File: src/cpu_pkg.sv
package cpu_pkg;

    localparam int word_w  = 32;
    localparam int half_w  = 16;
    localparam int reg_cnt = 32;

    typedef logic [word_w-1:0] word_t;
    typedef logic [31:0]       addr_t;       // byte address
    typedef logic [half_w-1:0] half_t;       // bus word, instruction word
    typedef logic [4:0]        reg_idx_t;
    typedef logic [7:0]        opcode_t;
    typedef logic [1:0]        write_mask_t; // hi half, lo half
    typedef logic [3:0]        ccr_t;        // carry, negative, overflow, zero

    typedef enum logic [3:0] {
        alu_and  = 4'd0,
        alu_or   = 4'd1,
        alu_add  = 4'd2,
        alu_sub  = 4'd3,
        alu_xor  = 4'd4,
        alu_shl  = 4'd5,
        alu_shr  = 4'd6,
        alu_pass = 4'd7
    } alu_func_t;

    typedef enum logic [2:0] {
        mode_inh   = 3'd0,
        mode_imm   = 3'd1,
        mode_reg   = 3'd3,
        mode_dir   = 3'd4,
        mode_pcrel = 3'd5
    } mode_t;

    typedef enum logic [3:0] {
        s_fetch1, s_eval1, s_fetch2, s_eval2, s_fetch3, s_eval3,
        s_store_hi, s_store_lo, s_load_hi, s_load_lo, s_fault
    } seq_state_t;

    typedef enum logic [1:0] {bus_idle, bus_fetch, bus_read, bus_write} bus_op_t;

    localparam reg_idx_t reg_sp = 5'd31;     // stack pointer by convention

    localparam opcode_t op_nop = 8'h00;
    localparam opcode_t op_mov = 8'h10;
    localparam opcode_t op_cmp = 8'h11;
    localparam opcode_t op_inc = 8'h13;
    localparam opcode_t op_dec = 8'h14;
    localparam opcode_t op_ldi = 8'h20;      // immediate mode
    localparam opcode_t op_lds = 8'h21;      // immediate mode
    localparam opcode_t op_stl = 8'h20;      // direct mode
    localparam opcode_t op_ldl = 8'h21;      // direct mode
    localparam opcode_t op_st  = 8'h30;
    localparam opcode_t op_ld  = 8'h31;
    localparam opcode_t op_jmp = 8'h50;

    // pc-relative branches
    localparam opcode_t op_bra  = 8'h20;
    localparam opcode_t op_beq  = 8'h21;
    localparam opcode_t op_bne  = 8'h22;
    localparam opcode_t op_bgtu = 8'h23;
    localparam opcode_t op_bgt  = 8'h24;
    localparam opcode_t op_bge  = 8'h25;
    localparam opcode_t op_ble  = 8'h26;
    localparam opcode_t op_blt  = 8'h27;
    localparam opcode_t op_bgeu = 8'h28;
    localparam opcode_t op_bltu = 8'h29;
    localparam opcode_t op_bleu = 8'h2a;
    localparam opcode_t op_brn  = 8'h2c;

endpackage

File: src/mem_port_if.sv
`timescale 1ns/100ps

interface mem_port_if;

    cpu_pkg::bus_op_t op;
    cpu_pkg::addr_t   addr;
    cpu_pkg::half_t   wdata;
    logic             start;   // only while bus master idle
    cpu_pkg::half_t   rdata;
    logic             done;

    modport seq (
        output op, addr, wdata, start,
        input  rdata, done
    );

    modport bus (
        input  op, addr, wdata, start,
        output rdata, done
    );

endinterface

File: src/reg_port_if.sv
`timescale 1ns/100ps

interface reg_port_if;

    cpu_pkg::reg_idx_t    ra1;
    cpu_pkg::reg_idx_t    ra2;
    cpu_pkg::reg_idx_t    wa;
    cpu_pkg::word_t       wdata;
    cpu_pkg::write_mask_t wmask;
    cpu_pkg::word_t       rd1;
    cpu_pkg::word_t       rd2;

    modport seq (
        output ra1, ra2, wa, wdata, wmask,
        input  rd1, rd2
    );

    modport rf (
        input  ra1, ra2, wa, wdata, wmask,
        output rd1, rd2
    );

endinterface

File: src/alu.sv
`timescale 1ns/100ps

module alu (
    input  cpu_pkg::word_t     in1,
    input  cpu_pkg::word_t     in2,
    input  cpu_pkg::alu_func_t func,
    output cpu_pkg::word_t     result,
    output cpu_pkg::ccr_t      flags
);

    logic [32:0] diff;

    assign diff = {1'b0, in1} - {1'b0, in2};

    always_comb begin
        case (func)
            cpu_pkg::alu_and:  result = in1 & in2;
            cpu_pkg::alu_or:   result = in1 | in2;
            cpu_pkg::alu_add:  result = in1 + in2;
            cpu_pkg::alu_sub:  result = diff[31:0];
            cpu_pkg::alu_xor:  result = in1 ^ in2;
            cpu_pkg::alu_shl:  result = in1 << in2[4:0];
            cpu_pkg::alu_shr:  result = in1 >> in2[4:0];
            cpu_pkg::alu_pass: result = in2;
            default:           result = '0;
        endcase
    end

    // flags always describe in1 - in2
    assign flags = {
        diff[32],                                      // borrow
        diff[31],
        (in1[31] ^ in2[31]) & (in1[31] ^ diff[31]),
        diff[31:0] == 32'd0
    };

endmodule

File: src/bus_master.sv
`timescale 1ns/100ps

module bus_master #(
    parameter int bus_wait = 3
) (
    input  logic           clk,
    input  logic           rst_n,
    mem_port_if.bus        mem,
    input  cpu_pkg::addr_t pc,
    input  cpu_pkg::half_t data_in,
    output cpu_pkg::addr_t addrbus,
    output cpu_pkg::half_t data_out,
    output logic           write_out
);

    localparam int cnt_w = $clog2(bus_wait + 1);

    cpu_pkg::bus_op_t op_q;
    logic             busy;
    logic [cnt_w-1:0] cnt;
    logic             done_q;
    cpu_pkg::addr_t   addr_q;
    cpu_pkg::half_t   data_q;
    cpu_pkg::half_t   rdata_q;

    wire last_wait = busy && (cnt == cnt_w'(1));

    always_ff @(posedge clk or negedge rst_n) begin
        if (!rst_n) begin
            op_q      <= cpu_pkg::bus_idle;
            busy      <= 1'b0;
            cnt       <= '0;
            done_q    <= 1'b0;
            write_out <= 1'b0;
        end else begin
            done_q    <= 1'b0;
            write_out <= 1'b0;
            if (mem.start) begin
                op_q <= mem.op;
                if (mem.op == cpu_pkg::bus_write) begin
                    write_out <= 1'b1;    // single strobe with done alongside
                    done_q    <= 1'b1;
                end else begin
                    busy <= 1'b1;
                    cnt  <= cnt_w'(bus_wait - 1);
                end
            end else if (busy) begin
                cnt <= cnt - cnt_w'(1);
                if (last_wait) begin
                    busy   <= 1'b0;
                    done_q <= 1'b1;
                end
            end
        end
    end

    always_ff @(posedge clk) begin
        if (mem.start) begin
            addr_q <= mem.addr;
            data_q <= mem.wdata;
        end
        if (last_wait)
            rdata_q <= data_in;   // sample at end of wait
    end

    // fetch drives pc and data accesses drive the latched address
    assign addrbus  = (op_q == cpu_pkg::bus_read || op_q == cpu_pkg::bus_write) ? addr_q : pc;
    assign data_out = data_q;
    assign mem.rdata = rdata_q;
    assign mem.done  = done_q;

    // stores are always separated by a sequencer handshake
    write_single: assert property (@(posedge clk) disable iff (!rst_n)
        write_out |=> !write_out);

endmodule

File: src/cpu_top.sv
`timescale 1ns/100ps

module cpu_top #(
    parameter cpu_pkg::addr_t reset_vector = 32'hffc0_0000,
    parameter int             bus_wait     = 3
) (
    input  logic           clk,
    input  logic           rst_n,
    output cpu_pkg::addr_t addrbus,
    input  cpu_pkg::half_t data_in,
    output cpu_pkg::half_t data_out,
    output logic           write_out,
    output cpu_pkg::ccr_t  ccr
);

    cpu_pkg::addr_t     pc;
    cpu_pkg::word_t     alu_in1;
    cpu_pkg::word_t     alu_in2;
    cpu_pkg::alu_func_t alu_func;
    cpu_pkg::word_t     alu_result;
    cpu_pkg::ccr_t      alu_flags;

    mem_port_if mem_port ();
    reg_port_if reg_port ();

    sequencer #(.reset_vector(reset_vector)) i_sequencer (
        .clk        (clk),
        .rst_n      (rst_n),
        .mem        (mem_port.seq),
        .regs       (reg_port.seq),
        .alu_in1    (alu_in1),
        .alu_in2    (alu_in2),
        .alu_func   (alu_func),
        .alu_result (alu_result),
        .alu_flags  (alu_flags),
        .pc         (pc),
        .ccr        (ccr)
    );

    bus_master #(.bus_wait(bus_wait)) i_bus_master (
        .clk       (clk),
        .rst_n     (rst_n),
        .mem       (mem_port.bus),
        .pc        (pc),
        .data_in   (data_in),
        .addrbus   (addrbus),
        .data_out  (data_out),
        .write_out (write_out)
    );

    register_file i_register_file (
        .clk   (clk),
        .rst_n (rst_n),
        .regs  (reg_port.rf)
    );

    alu i_alu (
        .in1    (alu_in1),
        .in2    (alu_in2),
        .func   (alu_func),
        .result (alu_result),
        .flags  (alu_flags)
    );

endmodule

File: src/register_file.sv
`timescale 1ns/100ps

module register_file (
    input  logic    clk,
    input  logic    rst_n,
    reg_port_if.rf  regs
);

    cpu_pkg::word_t rf_q [cpu_pkg::reg_cnt];

    always_ff @(posedge clk or negedge rst_n) begin
        if (!rst_n) begin
            for (int i = 0; i < cpu_pkg::reg_cnt; i++)
                rf_q[i] <= '0;
        end else begin
            if (regs.wmask[1])
                rf_q[regs.wa][31:16] <= regs.wdata[31:16];
            if (regs.wmask[0])
                rf_q[regs.wa][15:0] <= regs.wdata[15:0];
        end
    end

    assign regs.rd1 = rf_q[regs.ra1];
    assign regs.rd2 = rf_q[regs.ra2];

endmodule

File: src/sequencer.sv
`timescale 1ns/100ps

module sequencer #(
    parameter cpu_pkg::addr_t reset_vector = 32'hffc0_0000
) (
    input  logic               clk,
    input  logic               rst_n,
    mem_port_if.seq            mem,
    reg_port_if.seq            regs,
    output cpu_pkg::word_t     alu_in1,
    output cpu_pkg::word_t     alu_in2,
    output cpu_pkg::alu_func_t alu_func,
    input  cpu_pkg::word_t     alu_result,
    input  cpu_pkg::ccr_t      alu_flags,
    output cpu_pkg::addr_t     pc,
    output cpu_pkg::ccr_t      ccr
);

    cpu_pkg::seq_state_t state, state_next;
    cpu_pkg::addr_t      pc_next;
    cpu_pkg::ccr_t       ccr_next;
    cpu_pkg::half_t      ir;
    cpu_pkg::word_t      ext;      // extension words
    logic                pending;  // bus op in flight
    cpu_pkg::mode_t      mode;
    cpu_pkg::opcode_t    op;
    logic carry, negative, overflow, zero;
    logic take, br_ok, alu_reg, alu_imm, one_word, two_word, three_word, bus_state;

    assign mode = cpu_pkg::mode_t'(ir[15:13]);
    assign op   = ir[12:5];
    assign {carry, negative, overflow, zero} = ccr;

    always_comb begin
        take  = 1'b0;
        br_ok = 1'b1;
        case (op)
            cpu_pkg::op_bra:  take = 1'b1;
            cpu_pkg::op_beq:  take = zero;
            cpu_pkg::op_bne:  take = !zero;
            cpu_pkg::op_bgtu: take = !(zero | carry);
            cpu_pkg::op_bgt:  take = !(zero | (negative ^ overflow));
            cpu_pkg::op_bge:  take = !(negative ^ overflow);
            cpu_pkg::op_ble:  take = zero | (negative ^ overflow);
            cpu_pkg::op_blt:  take = negative ^ overflow;
            cpu_pkg::op_bgeu: take = !carry;
            cpu_pkg::op_bltu: take = carry;
            cpu_pkg::op_bleu: take = carry | zero;
            cpu_pkg::op_brn:  take = 1'b0;
            default:          br_ok = 1'b0;
        endcase
    end

    // undecodable words have no word count and fault
    assign alu_reg  = mode == cpu_pkg::mode_reg && op[7:3] == 5'b00000;
    assign alu_imm  = mode == cpu_pkg::mode_imm && op[7:3] == 5'b00010;
    assign one_word = (mode == cpu_pkg::mode_inh && op == cpu_pkg::op_nop) ||
                      (mode == cpu_pkg::mode_reg &&
                       (op == cpu_pkg::op_inc || op == cpu_pkg::op_dec));
    assign two_word = alu_reg || alu_imm ||
                      (mode == cpu_pkg::mode_reg &&
                       (op == cpu_pkg::op_mov || op == cpu_pkg::op_cmp)) ||
                      (mode == cpu_pkg::mode_imm && op == cpu_pkg::op_lds) ||
                      (mode == cpu_pkg::mode_pcrel && br_ok);
    assign three_word = (mode == cpu_pkg::mode_imm && op == cpu_pkg::op_ldi) ||
                        (mode == cpu_pkg::mode_dir &&
                         (op == cpu_pkg::op_st || op == cpu_pkg::op_stl ||
                          op == cpu_pkg::op_ld || op == cpu_pkg::op_ldl ||
                          op == cpu_pkg::op_jmp));

    always_comb begin
        state_next  = state;
        pc_next     = pc;
        ccr_next    = ccr;
        regs.ra1    = ir[4:0];
        regs.ra2    = ext[12:8];
        regs.wa     = ir[4:0];
        regs.wdata  = alu_result;
        regs.wmask  = 2'b00;
        alu_in1     = regs.rd1;
        alu_in2     = regs.rd2;
        alu_func    = cpu_pkg::alu_pass;
        case (state)
            cpu_pkg::s_fetch1: if (mem.done) begin
                pc_next    = pc + 32'd2;
                state_next = cpu_pkg::s_eval1;
            end
            cpu_pkg::s_eval1: begin
                if (one_word) begin
                    state_next = cpu_pkg::s_fetch1;
                    if (mode == cpu_pkg::mode_reg) begin   // inc, dec
                        alu_in2    = 32'd1;
                        alu_func   = (op == cpu_pkg::op_inc) ? cpu_pkg::alu_add
                                                             : cpu_pkg::alu_sub;
                        regs.wmask = 2'b11;
                    end
                end else if (two_word || three_word) begin
                    state_next = cpu_pkg::s_fetch2;
                end else begin
                    state_next = cpu_pkg::s_fault;
                end
            end
            cpu_pkg::s_fetch2: if (mem.done) begin
                pc_next    = pc + 32'd2;
                state_next = cpu_pkg::s_eval2;
            end
            cpu_pkg::s_eval2: begin
                state_next = three_word ? cpu_pkg::s_fetch3 : cpu_pkg::s_fetch1;
                if (alu_reg) begin                         // rA <= rB op rC
                    regs.ra1   = ext[12:8];
                    regs.ra2   = ext[4:0];
                    alu_func   = cpu_pkg::alu_func_t'(ir[8:5]);
                    regs.wmask = 2'b11;
                end else if (alu_imm || (mode == cpu_pkg::mode_imm && op == cpu_pkg::op_lds)) begin
                    alu_in2    = ext;
                    alu_func   = alu_imm ? cpu_pkg::alu_func_t'(ir[8:5]) : cpu_pkg::alu_pass;
                    regs.wmask = 2'b11;
                end else if (mode == cpu_pkg::mode_reg) begin
                    if (op == cpu_pkg::op_cmp) begin
                        alu_func = cpu_pkg::alu_sub;
                        ccr_next = alu_flags;
                    end else begin
                        regs.wmask = 2'b11;                // mov passes rB
                    end
                end else if (mode == cpu_pkg::mode_pcrel && take) begin
                    pc_next = pc + ext;                    // pc past offset word
                end
            end
            cpu_pkg::s_fetch3: if (mem.done) begin
                pc_next    = pc + 32'd2;
                state_next = cpu_pkg::s_eval3;
            end
            cpu_pkg::s_eval3: begin
                state_next = cpu_pkg::s_fetch1;
                if (mode == cpu_pkg::mode_imm) begin       // ldi
                    alu_in2    = ext;
                    regs.wmask = 2'b11;
                end else if (op == cpu_pkg::op_jmp) begin
                    pc_next = ext;
                end else if (op == cpu_pkg::op_st || op == cpu_pkg::op_stl) begin
                    state_next = cpu_pkg::s_store_hi;
                end else begin
                    state_next = cpu_pkg::s_load_hi;
                end
            end
            cpu_pkg::s_store_hi: if (mem.done)
                state_next = (op == cpu_pkg::op_stl) ? cpu_pkg::s_store_lo : cpu_pkg::s_fetch1;
            cpu_pkg::s_store_lo: if (mem.done)
                state_next = cpu_pkg::s_fetch1;
            cpu_pkg::s_load_hi: if (mem.done) begin
                if (op == cpu_pkg::op_ldl) begin
                    regs.wdata = {mem.rdata, 16'h0000};
                    regs.wmask = 2'b10;
                    state_next = cpu_pkg::s_load_lo;
                end else begin
                    regs.wdata = {16'h0000, mem.rdata};    // zero-extend
                    regs.wmask = 2'b11;
                    state_next = cpu_pkg::s_fetch1;
                end
            end
            cpu_pkg::s_load_lo: if (mem.done) begin
                regs.wdata = {16'h0000, mem.rdata};
                regs.wmask = 2'b01;
                state_next = cpu_pkg::s_fetch1;
            end
            cpu_pkg::s_fault: state_next = cpu_pkg::s_fault;
            default: state_next = cpu_pkg::s_fault;
        endcase
    end

    assign bus_state = state inside {cpu_pkg::s_fetch1, cpu_pkg::s_fetch2, cpu_pkg::s_fetch3,
                                     cpu_pkg::s_store_hi, cpu_pkg::s_store_lo,
                                     cpu_pkg::s_load_hi, cpu_pkg::s_load_lo};
    assign mem.start = bus_state && !pending;
    assign mem.op    = (state == cpu_pkg::s_store_hi || state == cpu_pkg::s_store_lo) ?
                       cpu_pkg::bus_write :
                       (state == cpu_pkg::s_load_hi || state == cpu_pkg::s_load_lo) ?
                       cpu_pkg::bus_read :
                       bus_state ? cpu_pkg::bus_fetch : cpu_pkg::bus_idle;
    assign mem.addr  = (state == cpu_pkg::s_store_lo || state == cpu_pkg::s_load_lo) ?
                       ext + 32'd2 : ext;
    // st.l sends the high half first
    assign mem.wdata = (state == cpu_pkg::s_store_hi && op == cpu_pkg::op_stl) ?
                       regs.rd1[31:16] : regs.rd1[15:0];

    always_ff @(posedge clk or negedge rst_n) begin
        if (!rst_n) begin
            state   <= cpu_pkg::s_fetch1;
            pc      <= reset_vector;
            ccr     <= '0;
            pending <= 1'b0;
        end else begin
            state <= state_next;
            pc    <= pc_next;
            ccr   <= ccr_next;
            if (mem.start)
                pending <= 1'b1;
            else if (mem.done)
                pending <= 1'b0;
        end
    end

    always_ff @(posedge clk) begin
        if (mem.done && state == cpu_pkg::s_fetch1)
            ir <= mem.rdata;
        if (mem.done && state == cpu_pkg::s_fetch2)
            ext <= {{16{mem.rdata[15]}}, mem.rdata};
        if (mem.done && state == cpu_pkg::s_fetch3)
            ext <= {ext[15:0], mem.rdata};       // high word came first
    end

    // fault leaves the bus quiet with nothing in flight
    fault_silent: assert property (@(posedge clk) disable iff (!rst_n)
        state == cpu_pkg::s_fault |-> !mem.start && !mem.done && !pending);

endmodule
File: config.mk
export PLATFORM = sky130hd
export DESIGN_NAME = cpu_top
export DESIGN_NICKNAME = d
export VERILOG_FILES = /design/src/cpu_pkg.sv /design/src/mem_port_if.sv /design/src/reg_port_if.sv /design/src/alu.sv /design/src/bus_master.sv /design/src/cpu_top.sv /design/src/register_file.sv /design/src/sequencer.sv
export SDC_FILE = /design/constraint.sdc
export NUM_CORES = 2
export LEC_CHECK = 0
export BUFFER_PORTS_ARGS = -buffer_cell sky130_fd_sc_hd__buf_2
export CAP_MARGIN = 15
export CORE_ASPECT_RATIO = 1.1
export CORE_MARGIN = 8
export CORE_UTILIZATION = 35
export DETAILED_ROUTE_END_ITERATION = 6
export GPL_TIMING_DRIVEN = 0
export HOLD_SLACK_MARGIN = 0.1
export SETUP_SLACK_MARGIN = 0.4
export SLEW_MARGIN = 20
export SYNTH_ARGS = -nofsm -noshare
export SYNTH_HDL_FRONTEND = slang
export SYNTH_HIERARCHICAL = 1
export SYNTH_SLANG_ARGS = --single-unit
File: constraint.sdc
create_clock -name clk -period 9.45 [get_ports clk]
set_input_delay 0.945 -clock clk [delete_from_list [all_inputs] [get_ports clk]]
set_output_delay 0.945 -clock clk [all_outputs]
set_load 0.03 [all_outputs]
==> results.yml <==
yosys:
  yosys.area_share.simple_pct: 8.673
  yosysTopAreaCell: "dfrtp_1"
  synth_top_family_by_area: "multiplexers"
  ys_types: 127
  ys.flop_type: "dfrtp_1"
  synth-edff-count: 112
  syn_avg_cell_area_um2: 10.80
  yosys-mux-area-fraction_pct: 30.98
  synth_area_um2: 76610
  synth_xor_area_share_pct: 1.199
  ys_seq_elements: 1183
  ys_warn_count: 6
  synth_area_leaders: "dfrtp_1 (35%), mux2_2 (15%), mux2i_1 (14%)"
  synth-seq-area-share_pct: 39.39
  synth_top_area_share_pct: 34.66
  synth_compound_area_share_pct: 12.55
  ys_async_sr_fraction_pct: 90.53
  syn_nets: 7254
  yosys.area_share.adder_pct: 2.362
  synthCells: 7094
drt:
  via_count: 62910
  drt-pass1-iter-count: 7
  finalWirelength_um: 343800
  drt_iter0_drc: 6681
  ant_nets: 0
  wl_per_cell_um: 33.19
  vias_per_cell: 6.072
  post-route-drc-count: 1
die:
  coreArea_um2: 218200
  initial_core_util_pct: 35.10
  io_pins: 71
  die_area_um2: 234100
  die_y_um: 506.7
  die_w_um: 462.1
  num_rows: 180
sta:
  hold_violations: 0
  fin_crit_ns: 9.157
  setup_viol: 0
  fmax_ghz: 0.1092
  period_share_pct: 96.89
  slew_viol_final: 0
  fin_tns_setup_ns: 0
  fin_skew_ns: 0.04706
  slew_headroom_pct: 17.53
  tightestPinTransition_ns: 1.227
  rsz0062_at_grt: "false"
  holdWs_ns: 0.1690
critical_path:
  cp_max_fo: 10
  path_delay_family: "compound AO/OA/AOI/OAI gates"
  cp.required_ns: 10.13
  max_stage_delay_ns: 0.76
  crit_buf_inv: 8
  critPathKind: "reg -> reg"
  worstPathArrival_ns: 9.84
  cp-start-kind: "flop"
  cp_slowest_cell: "a2111oi_0"
  end_kind: "flop"
pwr:
  peakVddDrop_mv: 0.1604
  power_leakage_nw: 39.96
  power_per_cell_area_nw_per_um2: 136.5
finish:
  fin_area_um2: 86950
  multiInputGateArea_um2: 43440
  final_core_util_pct: 39.84
  area_growth_pct: 13.50
  final_common_cell: "mux2i_1"
  fin_nets: 7493
  drive_above_1_share_pct: 27.62
  most-common-layout-cells: "mux2i_1 (1091), dfrtp_1 (1061), mux2_2 (1011), nand2_1 (430), a21oi_1 (352)"
  fillers: 21240
  seq_area_um2: 30180
place:
  place.gp.congestion: 1.012
  post_dp_cell_area_um2: 81110
  portBuffers: 70
  dp_hpwl_um: 267600
clocking:
  clock_sinks: 1183
  cts_tree: "done"
  clk_transition_reported_paths_ns: 0.06
  cts.path.max_buffers: 3
  cts_root_buf: "clkbuf_16"
  clk_latency_ns: 0.83
  cts_made_buffers: 134
  htreeDepth: 4
global_routing:
  antenna_found_initial: 20
  gr-total-overflow: 0
  grt_max_degree: 136
  grt_usage_pct: 28.23
  grt_pass1_vias: 62810
  grt_pass1_wl_um: 478800
flow_run:
  cap_violations: 0
status:
  status: "complete, but fails checks"
  violations: "design-rule violations"
hold_path:
  min_path_type: "in -> async"
==> state kept, by name, summed over array words and instances (netlist names) <==
register                flops
i_bus_master/mem.rdata     16
i_bus_master/mem.done       1
i_bus_master/addr_q        32
i_bus_master/op_q           1
i_sequencer/ir             16
i_sequencer/pending         1
i_bus_master/cnt            2
i_sequencer/pc             32
i_register_file/rf_q     1024
i_sequencer/state           4
i_bus_master/data_out      16
i_sequencer/ext            32
i_bus_master/write_out      1
i_sequencer/ccr             4
i_bus_master/busy           1
==> layout make-up <==
type                       count  area share, %
antenna                       11        0.03166
buffer                       631          4.343
clock buffer                 194          4.498
clock inverter                46         0.7109
inverter                     128         0.5612
multi-input combinational   5152          49.96
sequential                  1183          34.71
tap                         2912          4.190
timing repair buffer         103         0.9944
==> Yosys cell counts (22+ instances only) <==
cell	number
a21o_1	38
a21oi_1	357
a221oi_1	47
a22o_1	159
a22oi_1	231
a31oi_1	81
buf_1	43
buf_2	143
buf_4	75
buf_6	36
clkbuf_1	326
dfrtp_1	1061
edfxtp_1	112
ha_1	139
inv_1	121
mux2_2	1013
mux2_4	79
mux2i_1	1094
nand2_1	430
nand3_1	244
nand4_1	28
nor2_1	233
nor2_2	22
nor2_8	24
nor2b_1	24
nor3_1	114
o211ai_1	33
o21ai_0	236
xnor2_1	70
xor2_1	33
==> what timing repair did <==
item                                    4_1_cts  5_1_grt
setup buffers                                 5        2
hold buffers                                  0        0
pin swaps                                     5       10
endpoints found under the setup margin     1028      692
resized for setup                           303      162
==> cell families after synthesis <==
group | Yosys count
fa+ha+maj | 143
buf+inv | 759
flops | 1183
simple gates | 1292
mux | 2197
compound gates | 1415
other cells | 1
xor+xnor | 104
==> worst reg2reg max path: cells and delay by family, from the launching register on <==
family                 cells  cell delay [ns]
AO/OA/AOI/OAI              7             2.61
buffers and inverters      8             2.21
flip-flops                 1             0.40
multiplexers               3             1.33
AND/OR/NAND/NOR           10             2.48
==> stage by stage <==
stage	total power, W	std cells	setup slack, ns
after floorplan	0.006094	7094	1.563
after detailed placement	0.006498	10100	-3.327
after global routing	0.01226	10350	0.3388
after global placement	0.006476	10080	-16.90
after CTS	0.01196	10350	0.4029
final	0.01187	10360	0.2935
==> path summary, 6_finish.rpt <==
kind                       cells past startpoint                                  start  slack (ns)                                    end
max                                           28       i_sequencer/state[2]$_DFFE_PN0P_        0.29  i_register_file/rf_q[765]$_DFFE_PN0P_
min                                            2                                  rst_n        0.17  i_register_file/rf_q[670]$_DFFE_PN0P_
max reg2reg                                   28       i_sequencer/state[2]$_DFFE_PN0P_        0.29  i_register_file/rf_q[765]$_DFFE_PN0P_
min reg2reg                                    1  i_register_file/rf_q[878]$_DFFE_PN0P_        0.53  i_register_file/rf_q[878]$_DFFE_PN0P_
max in group asynchronous                      6                                  rst_n        6.54  i_register_file/rf_q[334]$_DFFE_PN0P_
min in group clk                               1                             data_in[4]        0.33    i_bus_master/mem.rdata[4]$_DFFE_PP_
==> per-layer routing <==
metal  routed length (um)  global-route usage [%]
met4                24450                   16.41
met1               135700                   34.92
met2               157900                   45.53
met3                25740                   5.867
met5                   54                       0
==> power breakdown <==
part	switching, W	total (W)	internal [W]
combinational	0.000681	0.00109	0.000414
sequential	0.000116	0.00532	0.00520
clock	0.00231	0.00545	0.00315
Power figures use the tool's default switching activity.
